<file path="src/ualink_pkg.sv">
/*
 * shared definitions for the ualink command engine
 * stream and memory widths, command opcodes, beat struct and command word union
 */
package ualink_pkg;

   // stream geometry
   localparam int DATA_WIDTH  = 64;
   localparam int STRB_WIDTH  = DATA_WIDTH / 8;   // one strobe per byte
   localparam int TUSER_WIDTH = 32;

   // command memory
   localparam int RAM_ADDR_WIDTH = 8;             // 256 words deep
   localparam int PAYLOAD_BEATS  = 8;             // words moved per command

   // command opcodes, top 16 bits of the command word
   localparam logic [15:0] OPCODE_WRITE = 16'h0245;
   localparam logic [15:0] OPCODE_READ  = 16'h0145;

   // ingress buffering
   localparam int FIFO_DEPTH_BITS    = 4;         // 16 entries
   localparam int NEARLY_FULL_MARGIN = 2;         // free slots left when ready drops

   typedef logic [RAM_ADDR_WIDTH-1:0] ram_addr_t;

   // command word layout, msb first
   typedef struct packed {
      logic [15:0]                             opcode;
      ram_addr_t                               addr;     // first word of the burst
      logic [DATA_WIDTH-16-RAM_ADDR_WIDTH-1:0] reserved;
   } ualink_cmd_t;

   /*
    * one stream word seen two ways: plain payload data, or the
    * command fields when it sits in the command slot of a packet
    */
   typedef union packed {
      logic [DATA_WIDTH-1:0] raw;
      ualink_cmd_t           cmd;
   } ualink_word_u;

   // everything carried by one axi stream transfer
   typedef struct packed {
      ualink_word_u           tdata;
      logic [STRB_WIDTH-1:0]  tstrb;
      logic [TUSER_WIDTH-1:0] tuser;
      logic                   tlast;   // end of packet
   } axis_beat_t;

endpackage

</file>
<file path="src/ualink_ingress_fifo.sv">
/*
 * ingress fifo, 16 entry circular buffer with fall-through output
 * nearly-full flag drives s_axis_tready
 */
`timescale 1ns/1ns

module ualink_ingress_fifo
   import ualink_pkg::*;
(
   input  logic       axi_aclk,
   input  logic       axi_resetn,

   // upstream stream
   input  axis_beat_t s_axis_beat,
   input  logic       s_axis_tvalid,
   output logic       s_axis_tready,

   // towards the command engine
   output axis_beat_t fifo_beat,
   output logic       fifo_valid,
   input  logic       fifo_pop
);

   typedef logic [FIFO_DEPTH_BITS-1:0] fifo_ptr_t;
   typedef logic [FIFO_DEPTH_BITS:0]   fifo_count_t;   // one extra bit to hold full

   axis_beat_t  buffer [1 << FIFO_DEPTH_BITS];
   fifo_ptr_t   wr_ptr;
   fifo_ptr_t   rd_ptr;
   fifo_count_t count;
   logic        push;
   logic        pop;

   assign push = s_axis_tvalid && s_axis_tready;
   assign pop  = fifo_pop && fifo_valid;   // an empty fifo ignores pop

   // drop ready early so beats already in flight still have room
   assign s_axis_tready =
      count < fifo_count_t'((1 << FIFO_DEPTH_BITS) - NEARLY_FULL_MARGIN);

   assign fifo_valid = count != '0;
   assign fifo_beat  = buffer[rd_ptr];     // head entry, no read latency

   // storage
   always_ff @(posedge axi_aclk) begin
      if (push) begin
         buffer[wr_ptr] <= s_axis_beat;
      end
   end

   // pointers and occupancy
   always_ff @(posedge axi_aclk) begin
      if (!axi_resetn) begin
         wr_ptr <= '0;
         rd_ptr <= '0;
         count  <= '0;
      end else begin
         if (push) begin
            wr_ptr <= wr_ptr + fifo_ptr_t'(1);   // wraps at depth
         end
         if (pop) begin
            rd_ptr <= rd_ptr + fifo_ptr_t'(1);
         end

         case ({push, pop})
            2'b10:   count <= count + fifo_count_t'(1);
            2'b01:   count <= count - fifo_count_t'(1);
            default: count <= count;             // idle, or push and pop together
         endcase
      end
   end

endmodule

</file>
<file path="config.mk">
export PLATFORM = sky130hd
export DESIGN_NAME = ualink_ingress_fifo
export DESIGN_NICKNAME = d
export VERILOG_FILES = /design/src/ualink_pkg.sv /design/src/ualink_ingress_fifo.sv
export SDC_FILE = /design/constraint.sdc
export NUM_CORES = 1
export LEC_CHECK = 0
export ABC_AREA = 1
export BUFFER_PORTS_ARGS = -buffer_cell sky130_fd_sc_hd__buf_4
export CAP_MARGIN = 20
export CELL_PAD_IN_SITES_DETAIL_PLACEMENT = 1
export CELL_PAD_IN_SITES_GLOBAL_PLACEMENT = 2
export CORE_ASPECT_RATIO = 1.1
export CORE_MARGIN = 1.5
export CORE_UTILIZATION = 46
export DETAILED_ROUTE_END_ITERATION = 7
export GPL_TIMING_DRIVEN = 0
export PLACE_DENSITY_LB_ADDON = 0.1
export SYNTH_ARGS = -nofsm -noshare
export SYNTH_HDL_FRONTEND = slang
export SYNTH_SLANG_ARGS = --single-unit
</file>
<file path="constraint.sdc">
create_clock -name axi_aclk -period 9.2 [get_ports axi_aclk]
set_input_delay 1.84 -clock axi_aclk [delete_from_list [all_inputs] [get_ports axi_aclk]]
set_output_delay 1.84 -clock axi_aclk [all_outputs]
set_load 0.03 [all_outputs]
</file>
==> flow_summary.yaml <==
yosys:
  synth.avg_cell_area_um2: 14.9
  synth_top_area_share_pct: 74.6
  netlist-cell-type-count: 29
  synth_cells: 4540
  synthArstFlopShare_pct: 0
  ys_seq_elements: 1697
  synth_edf_count: 1680
  synth_nets: 4657
  synth-seq-area-share_pct: 75.1
  synth.most_common_cell: "edfxtp_1"
  yosys-top-cells-count: "edfxtp_1, o21ai_0, inv_1, a21oi_1"
  syn_area_um2: 67600
  yosysWarningCount: 0
  ys.flop_type: "edfxtp_1"
  netlist_top_cells_area: "edfxtp_1, mux2i_1, o211ai_1"
  yosys.area.top_type: "edfxtp_1"
clock_network:
  cts_hold_buf: 0
  cts_buffer_depth: 3
  root_buffer: "clkbuf_16"
  htree_levels: 4
  cts-resized-gates: 0
  cts_sinks: 1697
  clk_pin_slew_ns: 0.06
  cts_buffers: 175
  clk_latency_ns: 0.82
  cts_setup_buffers: 0
  cts_tree: "done"
worst_setup_path:
  crit_family: "buffers and inverters"
  crit_top_cell: "buf_2"
  rr_worst_depth: 8
  crit_chain: "buf_2 > inv_2 > buf_2 > buf_2 > clkbuf_1 > o211ai_1 > nand3_1 > nand2_1 > buf_4"
  cp-start-kind: "flop"
  rrSetupSlack_ns: 6.20
  crit_path_end_kind: "output port"
  arrival_ns: 4.54
  r2r-end: "buffer[10][56]$_DFFE_PP_"
  slowest_stage: "buf_2"
  cp.required_ns: 7.36
  r2r_start: "count[1]$_SDFFE_PN0P_"
  cp_max_fo: 10
  worst-path-buf-inv: 6
  path_class: "reg -> out"
  cpPeakStageDelay_ns: 0.78
floorplanning:
  die_x_um: 369
  core_um2: 146000
  initial_core_util_pct: 46.3
  core.rowCount: 147
  io_pins: 216
  dieArea_um2: 149000
  dieHeight_um: 405
timing:
  finalCritPeriodShare_pct: 69.3
  worstMarginPinSlew_ns: 1.09
  hold_viol: 0
  setup_ws_ns: 2.82
  layout_min_cycle_time_ns: 6.38
  setup_tns_ns: 0
  grt_setup_unrepaired: "false"
  setup_viol: 0
  max_freq_ghz: 0.157
  slew_headroom_pct: 27.2
  maxSlewViolCount: 0
  fin_skew_ns: 0.0282
min_path:
  hp-start: "rd_ptr[2]$_SDFFE_PN0P_"
  hold_depth: 2
  worstHoldPathType: "reg -> reg"
place:
  port_buffers: 215
  hpwlAfterDp_mm: 138
  place_ws_ns: 3.69
  place_congestion: 0.769
power_and_ir_drop:
  p_sw_w: 0.00745
  power_density_nw_per_um2: 281
  p_comb_share_pct: 28.8
  p_leak_nw: 26.9
  intPower_w: 0.0148
  clockPowerShare_pct: 31.6
  pwr-share-seq_pct: 39.6
  peakVddDrop_v: 0.000237
  p_sw_share_pct: 33.5
global_routing:
  gr-total-overflow: 0
  grt_pass1_vias: 43400
  antenna_found_initial: 15
  grt_usage_pct: 28.6
  grt_pass1_wl_mm: 305
  grt_max_degree: 26
drt:
  drt_iter0_drc: 3949
  vias: 41600
  wl_per_cell_um: 30.1
  wirelength_mm: 214
  drtAntennaViolNets: 0
  drc: 0
  vias_per_cell: 5.85
  drt-pass1-iter-count: 5
layout:
  area_growth_pct: 17.2
  final_util_pct: 54.3
  layout-drive-gt1-share_pct: 13.1
  nets: 5139
status:
  outcome: "completed"
run:
  drv_cap: 0
worst max path at each step:
stage,start,to,slack (ns),cells past startpoint
after floorplan,s_axis_tvalid,buffer[11][0]$_DFFE_PP_,1.93,4
after global placement,s_axis_tvalid,buffer[11][79]$_DFFE_PP_,-4.47,5
after detailed placement,flop,fifo_beat[71],3.69,9
after CTS,flop,fifo_beat[71],2.82,9
after global routing,flop,fifo_beat[67],2.70,9
final,flop,fifo_beat[71],2.82,9
power by group through the flow:
stage | sequential (W) | clock (W) | combinational [W]
floorplan | 0.00900 | 0 | 0.00370
global placement | 0.00906 | 0 | 0.00621
detailed placement | 0.00897 | 0 | 0.00641
CTS | 0.00881 | 0.00709 | 0.00645
global route | 0.00883 | 0.00736 | 0.00683
finish | 0.00881 | 0.00703 | 0.00640
logic make-up after synthesis:
| family | Yosys count | share of synthesized area (%) |
|---|---|---|
| compound gates | 1338 | 11.5 |
| xor+xnor | 5 | 0.0648 |
| fa+ha+maj | 8 | 0.148 |
| buf+inv | 749 | 4.86 |
| flops | 1697 | 75.1 |
| mux | 420 | 6.22 |
| simple gates | 323 | 2.11 |
state kept, by name, indices dropped and copies added (netlist names), named ones only:
register  flops
count         5
rd_ptr        4
wr_ptr        4
buffer     1680
metrics by stage:
stage / area, um2 / hold slack (ns) / total power [W] / std cells
after global placement: 71600 / 0.491 / 0.0153 / 6692
after detailed placement: 73600 / 0.509 / 0.0154 / 6782
after floorplan: 67600 / 0.469 / 0.0127 / 4540
after global routing: 79200 / 0.548 / 0.0230 / 7111
after CTS: 79200 / 0.517 / 0.0223 / 7107
final: 79200 / 0.514 / 0.0222 / 7119
worst min-delay path: stages, from the launching register on:
cell and delay [ns]:
dfxtp_1 0.33, inv_1 0.08, a21oi_1 0.06
final cells by class:
class                           instances  area, um2
Clock buffer                          230       4760
Fill cell                           13900      66700
Sequential cell                      1697      50800
Multi-Input combinational cell       2094      13600
Clock inverter                         95        833
Antenna cell                           12       30.0
Buffer                                302       1620
Tap cell                             1937       2420
Inverter                              447       1680
Timing Repair Buffer                  305       3420
per-layer routing:
| metal | vias to the layer above | global-route usage [%] | wire length [um] |
|---|---|---|---|
| met4 | 0 | 9.49 | 6350 |
| li1 | 18200 | - | - |
| met5 | - | 0 | 0 |
| met1 | 21800 | 38.4 | 89600 |
| met3 | 318 | 4.39 | 13100 |
| met2 | 1341 | 47.8 | 105000 |
cell usage in the layout (no fill, tap or decap), types with 128 or more instances in the layout:
cell type	n
a21oi_1	429
buf_4	224
clkbuf_1	196
clkbuf_16	183
edfxtp_1	1680
inv_1	444
mux2i_1	420
nand2_1	128
nand3_1	158
o211ai_1	420
o21ai_0	484
No activity file was read; power rests on OpenSTA's default activity.
