**config.mk**
```make
export PLATFORM = sky130hd
export DESIGN_NAME = ualink_cmd_engine
export DESIGN_NICKNAME = d
export VERILOG_FILES = /design/src/ualink_pkg.sv /design/src/ualink_cmd_engine.sv
export SDC_FILE = /design/constraint.sdc
export NUM_CORES = 1
export LEC_CHECK = 0
export BUFFER_PORTS_ARGS = -buffer_cell sky130_fd_sc_hd__buf_2
export CAP_MARGIN = 15
export CORE_AREA = 3 3 142 144
export CTS_BUF_LIST = sky130_fd_sc_hd__clkbuf_2
export DETAILED_ROUTE_END_ITERATION = 6
export DIE_AREA = 0 0 145 147
export REMOVE_ABC_BUFFERS = 1
export SYNTH_ARGS = -nofsm -noshare
export SYNTH_HDL_FRONTEND = slang
export SYNTH_SLANG_ARGS = --single-unit
```
**constraint.sdc**
```tcl
create_clock -name axi_aclk -period 2.5 [get_ports axi_aclk]
set_input_delay 0.25 -clock axi_aclk [delete_from_list [all_inputs] [get_ports axi_aclk]]
set_output_delay 0.25 -clock axi_aclk [all_outputs]
set_load 0.1 [all_outputs]
```
**src/ualink_pkg.sv**
```systemverilog
/*
 * shared definitions for the ualink command engine
 * stream and memory widths, command opcodes, beat struct and command word union
 */
package ualink_pkg;

   // stream geometry
   localparam int DATA_WIDTH  = 64;
   localparam int STRB_WIDTH  = DATA_WIDTH / 8;   // one strobe per byte
   localparam int TUSER_WIDTH = 32;

   // command memory
   localparam int RAM_ADDR_WIDTH = 8;             // 256 words deep
   localparam int PAYLOAD_BEATS  = 8;             // words moved per command

   // command opcodes, top 16 bits of the command word
   localparam logic [15:0] OPCODE_WRITE = 16'h0245;
   localparam logic [15:0] OPCODE_READ  = 16'h0145;

   // ingress buffering
   localparam int FIFO_DEPTH_BITS    = 4;         // 16 entries
   localparam int NEARLY_FULL_MARGIN = 2;         // free slots left when ready drops

   typedef logic [RAM_ADDR_WIDTH-1:0] ram_addr_t;

   // command word layout, msb first
   typedef struct packed {
      logic [15:0]                             opcode;
      ram_addr_t                               addr;     // first word of the burst
      logic [DATA_WIDTH-16-RAM_ADDR_WIDTH-1:0] reserved;
   } ualink_cmd_t;

   /*
    * one stream word seen two ways: plain payload data, or the
    * command fields when it sits in the command slot of a packet
    */
   typedef union packed {
      logic [DATA_WIDTH-1:0] raw;
      ualink_cmd_t           cmd;
   } ualink_word_u;

   // everything carried by one axi stream transfer
   typedef struct packed {
      ualink_word_u           tdata;
      logic [STRB_WIDTH-1:0]  tstrb;
      logic [TUSER_WIDTH-1:0] tuser;
      logic                   tlast;   // end of packet
   } axis_beat_t;

endpackage

```
**src/ualink_cmd_engine.sv**
```systemverilog
/*
 * ualink command engine, packet beat tracking and command decode
 * drives command memory writes and reads, swaps read data into the output stream
 */
`timescale 1ns/1ns

module ualink_cmd_engine
   import ualink_pkg::*;
(
   input  logic                  axi_aclk,
   input  logic                  axi_resetn,

   // from ingress fifo
   input  axis_beat_t            fifo_beat,
   input  logic                  fifo_valid,
   output logic                  fifo_pop,

   // outgoing stream
   output axis_beat_t            m_axis_beat,
   output logic                  m_axis_tvalid,
   input  logic                  m_axis_tready,

   // command memory
   output logic                  wr_en,
   output ram_addr_t             wr_addr,
   output logic [DATA_WIDTH-1:0] wr_data,
   output logic                  rd_en,
   output ram_addr_t             rd_addr,
   input  logic [DATA_WIDTH-1:0] rd_data
);

   typedef enum logic [2:0] {
      ST_HEADER,   // beat 0
      ST_CMD,      // beat 1, command word
      ST_WRITE,    // payload stored to memory
      ST_READ,     // payload replaced by memory data
      ST_PASS      // rest of packet untouched
   } state_t;

   typedef logic [$clog2(PAYLOAD_BEATS)-1:0] beat_cnt_t;

   state_t      state;
   beat_cnt_t   payload_cnt;    // payload beat index within the command
   ram_addr_t   cmd_addr;       // base address latched from the command word
   ram_addr_t   beat_off;
   ualink_cmd_t cmd_word;
   logic        xfer;
   logic        last_payload;
   logic        is_write;
   logic        is_read;

   // stream path is combinational, a pop is the m_axis transfer itself
   assign xfer          = fifo_valid && m_axis_tready;
   assign fifo_pop      = xfer;
   assign m_axis_tvalid = fifo_valid;

   // only meaningful while state is ST_CMD
   assign cmd_word = fifo_beat.tdata.cmd;
   assign is_write = cmd_word.opcode == OPCODE_WRITE;
   assign is_read  = cmd_word.opcode == OPCODE_READ;

   assign beat_off     = ram_addr_t'(payload_cnt);
   assign last_payload = payload_cnt == beat_cnt_t'(PAYLOAD_BEATS - 1);

   always_ff @(posedge axi_aclk) begin
      if (!axi_resetn) begin
         state       <= ST_HEADER;
         payload_cnt <= '0;
      end else if (xfer) begin
         if (fifo_beat.tlast) begin
            // end of packet also cuts a short command off
            state       <= ST_HEADER;
            payload_cnt <= '0;
         end else begin
            case (state)
               ST_HEADER: begin
                  state <= ST_CMD;
               end
               ST_CMD: begin
                  payload_cnt <= '0;
                  if (is_write) begin
                     state <= ST_WRITE;
                  end else if (is_read) begin
                     state <= ST_READ;
                  end else begin
                     state <= ST_PASS;   // unknown opcode
                  end
               end
               ST_WRITE, ST_READ: begin
                  payload_cnt <= payload_cnt + beat_cnt_t'(1);
                  if (last_payload) begin
                     state <= ST_PASS;
                  end
               end
               default: begin
                  state <= state;        // wait for tlast
               end
            endcase
         end
      end
   end

   always_ff @(posedge axi_aclk) begin
      if (xfer && state == ST_CMD) begin
         cmd_addr <= cmd_word.addr;
      end
   end

   // write port, each payload beat lands at base plus its index
   assign wr_en   = xfer && state == ST_WRITE;
   assign wr_addr = cmd_addr + beat_off;   // wraps modulo memory depth
   assign wr_data = fifo_beat.tdata.raw;

   /*
    * read one word ahead: the command beat fetches the base word and
    * each read payload beat fetches the word for the beat after it
    */
   always_comb begin
      rd_en   = 1'b0;
      rd_addr = (state == ST_CMD) ? cmd_word.addr : cmd_addr + beat_off + ram_addr_t'(1);
      if (xfer && !fifo_beat.tlast) begin
         if (state == ST_CMD && is_read) begin
            rd_en = 1'b1;
         end else if (state == ST_READ && !last_payload) begin
            rd_en = 1'b1;
         end
      end
   end

   // outgoing beat, data swapped during read payload only
   always_comb begin
      m_axis_beat = fifo_beat;
      if (state == ST_READ) begin
         m_axis_beat.tdata.raw = rd_data;
      end
   end

endmodule

```
==> impl_summary.md <==
Run status
The flow ran to the end, but the final reports show violations. The checks that failed: setup timing.

Worst setup path
The source of the critical timing path is cmd_addr[0]. The worst endpoint data arrival time is 2.77 ns. The worst reg2reg path endpoint is state[1]. STA classifies the critical path startpoint as a register.

The startpoint of the most critical register-to-register path is payload_cnt[1]. Traced cell by cell, the critical path runs through ha_2, inv_2, fa_1, or2b_1, nor4_2, a21oi_1, or4_1, a31oi_2, buf_12. The path depth of the worst reg2reg path is 8.

The most critical setup path has its endpoint at rd_addr[7]. The critical path capture point type is a primary output. The required time of the critical path is 2.25 ns. The setup slack on the worst flop-to-flop path is 0.53 ns. For this run, the slowest stage of the critical path takes 0.44 ns. The worst-path maximum fanout is 3. The critical path class is register to primary output. The slowest cell on the critical path is sky130_fd_sc_hd__or4_1.

Die
Measured along the y axis, the die boundary spans 147 µm. The initial core utilization is 13.95%. The floorplan step set the die width to 145 µm.

The area of the core is 18830 µm². The area of the die is 21320 µm². The floorplan has 50 rows. The number of ports placed on the die boundary is 362.

Min path
The worst min-delay path category is input pin to register.

Layout
The top cell types in the final layout, fill and taps aside, are sky130_fd_sc_hd__buf_2 (224), sky130_fd_sc_hd__buf_12 (58), sky130_fd_sc_hd__mux2_1 (33), sky130_fd_sc_hd__mux2_2 (31), sky130_fd_sc_hd__buf_4 (17). The area growth from synthesis to layout is 78.80%. The fraction of final layout cells sized beyond drive strength 1 is 73.47%.

Leaving out fill and tap cells, the most frequent cell in the layout is sky130_fd_sc_hd__buf_2. Measured on the finished design, the core utilization comes to 24.94%. The total number of nets in the final design is 671. The number of fill cells is 2042.

Pwr
The sequential fraction of design power is 14.2%. Cell internal power was estimated by the tool at 612.2 µW. Summed over all nets, the switching power comes to 1.146 mW. The switching fraction of total power is 65.17%. Combinational cells account for 79.3% of the total power.

In this run, the clock network consumes 6.5% of the power. Power spread over the standard cell area amounts to 374.4 nW/µm². IR analysis of the VDD net gives a maximum drop of 0.2020 mV. Summed over all cells, the static leakage comes to 2.206 nW.

Synthesis
After synthesis, the share of cell area in mux cells is 27.87%. The Yosys step of the flow raised 0 warnings. Summed over its instances, the top area cell type makes up 30.30% of the synthesized netlist area. Of all cell types, the one taking the most synthesized area is sky130_fd_sc_hd__buf_4.

The parity-gate share of the synthesized area counting xor and xnor cells is 3.668%. After Yosys synthesis, and, or, nand and nor cells account for 10.81% of the synthesized area. Summing the areas of all compound-gate instances in the mapped netlist gives 7.289% of the synthesized area. The mapped netlist covers 2626 µm². Synthesis handed over a netlist of 299 instances. By area, the combinational part of the netlist is dominated by buffers and inverters.

Counting flops and latches in the post-synthesis netlist gives 14. Ranked by total cell area, the synthesized netlist is headed by sky130_fd_sc_hd__buf_4 (30%), sky130_fd_sc_hd__mux2_1 (14%), sky130_fd_sc_hd__mux2_2 (14%). After synthesis, the mean cell area works out to 8.784 µm². The synthesized netlist devotes 3.621% of its cell area to adder and majority cells. The number of different library cells in the post-synthesis netlist is 43. The share of the Yosys chip area taken by registers is 13.72%.

Flow run
The number of max-cap violations is 0.

Placement
The worst-case setup slack after placement is -0.2879 ns. The number of port buffers is 281. The last weighted congestion value of the routability-driven placer is 0.8072. Detailed placement ended at an HPWL of 14.60 mm.

Clock network
TritonCTS built the clock tree. The TritonCTS sink count is 14. The later pin in the worst-skew pair is clocked with a latency of 0.30 ns. The clock transition at the registers of the reported paths is 0.15 ns.

The CTS root buffer is sky130_fd_sc_hd__clkbuf_2. The total clock buffers created by CTS is 3. The CTS H-tree depth is 1. The buffer depth of the longest clock path is 2.

STA
At the pin with the least slew margin, the transition time is 0.5397 ns. The final setup slack of the worst path is -0.5244 ns. The tightest slew margin relative to the limit is 63.93%. The final count of negative-setup-slack endpoints is 7.

Derived from the worst setup path, the maximum achievable clock frequency is 330.6 MHz. The worst hold margin is 0.1798 ns. Subtracting the final worst setup slack from the clock period gives 3.024 ns.

Dividing the final minimum period by the clock period gives 121.0%. Setup repair after global routing could not meet its margin everywhere. The number of slew-limit violations in the final report came to 0. The number of endpoints with negative hold slack in the final report is 0. The largest clock skew in the final design is 0.01881 ns.

Global routing
The first global-routing pass estimated 21.79 mm of wire. The via count of the first global-routing pass is 2950. The overall overflow remaining after global route is 0. The initial antenna violation count is 4. For this run, the total global-route usage over all layers was measured as 13.97%.

Entering global routing, the biggest net connects 22 pins.

Route
The via-per-instance ratio is 3.881. The detailed router placed 2915 vias in this run. The average wire per standard cell is 21.42 µm. The number of routed nets with antenna violations is 0.

In this run, the number of DRC markers left after iteration 0 of detailed routing was 56. The first TritonRoute pass finished after 4 iterations. The detailed-route DRC error count is 0. The final layout contains routed wiring with a total length of 16.09 mm.
-- worst min-delay path by stage --
| stage | start | endpoint | slack [ns] | cells after the start |
|---|---|---|---|---|
| after global placement | fifo_beat[87] | cmd_addr[6] | 0.48 | 1 |
| after CTS | fifo_beat[87] | cmd_addr[6] | 0.15 | 1 |
| after floorplan | fifo_beat[81] | cmd_addr[0] | 0.35 | 0 |
| after global routing | fifo_beat[87] | cmd_addr[6] | 0.14 | 1 |
| final | fifo_beat[87] | cmd_addr[6] | 0.18 | 1 |
| after detailed placement | fifo_beat[87] | cmd_addr[6] | 0.48 | 1 |
-- metrics by stage --
step | power [mW] | TNS, ns | area, µm² | std cells
2_1_floorplan | 0.7877 | -15.44 | 1793 | 185
3_3_place_gp | 1.647 | -0.3732 | 4538 | 745
3_5_place_dp | 1.650 | -0.4560 | 4538 | 745
4_1_cts | 1.775 | -2.041 | 4618 | 749
5_1_grt | 1.811 | -3.022 | 4696 | 751
6_report | 1.758 | -1.696 | 4696 | 751
-- routing by layer --
metal | wire, µm | track usage [%]
met3 | 2353 | 8.791
met5 | 13 | 1.364
met1 | 5977 | 15.62
met2 | 7542 | 22.46
met4 | 199 | 3.183
-- logic make-up (layout without fill, tap and decap cells) --
family	count (synthesis)	in the layout
xor gates and xnor gates	11	11
AOI/OAI and AO/OA	29	29
and+or+nand+nor	50	50
DFF	14	14
other	0	1
buffers and inverters	123	314
adders and majority gates	7	7
muxes	65	65
-- final cells by class --
class	instances	area (µm²)	share of cell area (%)
timing repair buffer	301	2432	51.80
multi-input combinational	162	1521	32.40
sequential	14	361.6	7.701
tap	260	325.3	6.928
inverter	9	33.78	0.7194
clock buffer	3	15.01	0.3197
clock inverter	1	3.754	0.07994
antenna	1	2.502	0.05329
-- cell usage after synthesis --
cell type,instances
sky130_fd_sc_hd__a2111oi_1,1
sky130_fd_sc_hd__a211oi_2,1
sky130_fd_sc_hd__a21boi_0,1
sky130_fd_sc_hd__a21boi_1,1
sky130_fd_sc_hd__a21oi_1,10
sky130_fd_sc_hd__a31oi_1,2
sky130_fd_sc_hd__and2_1,2
sky130_fd_sc_hd__and2b_1,1
sky130_fd_sc_hd__buf_2,6
sky130_fd_sc_hd__buf_4,106
sky130_fd_sc_hd__clkbuf_1,2
sky130_fd_sc_hd__dfxtp_1,6
sky130_fd_sc_hd__edfxtp_1,8
sky130_fd_sc_hd__fa_1,1
sky130_fd_sc_hd__ha_1,6
sky130_fd_sc_hd__inv_1,9
sky130_fd_sc_hd__mux2_1,33
sky130_fd_sc_hd__mux2_2,32
sky130_fd_sc_hd__nand2_1,11
sky130_fd_sc_hd__nand2_2,1
sky130_fd_sc_hd__nand2b_1,1
sky130_fd_sc_hd__nand4_1,2
sky130_fd_sc_hd__nor2_1,15
sky130_fd_sc_hd__nor2b_1,3
sky130_fd_sc_hd__nor3_1,3
sky130_fd_sc_hd__nor3b_2,1
sky130_fd_sc_hd__nor4_1,3
sky130_fd_sc_hd__nor4_2,1
sky130_fd_sc_hd__nor4_4,1
sky130_fd_sc_hd__nor4b_1,2
sky130_fd_sc_hd__nor4bb_1,1
sky130_fd_sc_hd__o2111ai_1,1
sky130_fd_sc_hd__o211ai_1,1
sky130_fd_sc_hd__o21ai_0,4
sky130_fd_sc_hd__o21ai_1,1
sky130_fd_sc_hd__o21ba_2,2
sky130_fd_sc_hd__o22ai_1,1
sky130_fd_sc_hd__o311ai_0,1
sky130_fd_sc_hd__o31ai_1,2
sky130_fd_sc_hd__or2b_1,1
sky130_fd_sc_hd__or4_1,1
sky130_fd_sc_hd__xnor2_1,9
sky130_fd_sc_hd__xor2_1,2
-- power groups by stage --
| stage | sequential (mW) | combinational, mW | clock, mW |
|---|---|---|---|
| 2_1_floorplan | 0.253 | 0.535 | 0 |
| 3_3_place_gp | 0.254 | 1.39 | 0 |
| 3_5_place_dp | 0.254 | 1.40 | 0 |
| 4_1_cts | 0.249 | 1.40 | 0.125 |
| 5_1_grt | 0.250 | 1.43 | 0.131 |
| 6_report | 0.249 | 1.39 | 0.114 |
-- what timing repair did --
item | 4_1_cts | 5_1_grt
hold buffers | 0 | 0
pin swaps | 5 | 4
endpoints found under the setup margin | 9 | 23
setup buffers | 1 | 2
resized for setup | 14 | 12
-- state kept, by name, indices dropped and copies added, names as in the netlist --
| name | flops |
|---|---|
| cmd_addr | 8 |
| payload_cnt | 3 |
| state | 3 |
-- critical path, delay by kind of cell, from the launching register on --
kind                       cells  cell delay (ns)
and+or+nand+nor                3             0.93
adders and majority gates      2             0.59
DFF                            1             0.40
buffers and inverters          2             0.25
AOI/OAI and AO/OA              2             0.31
Power figures use the tool's default switching activity.
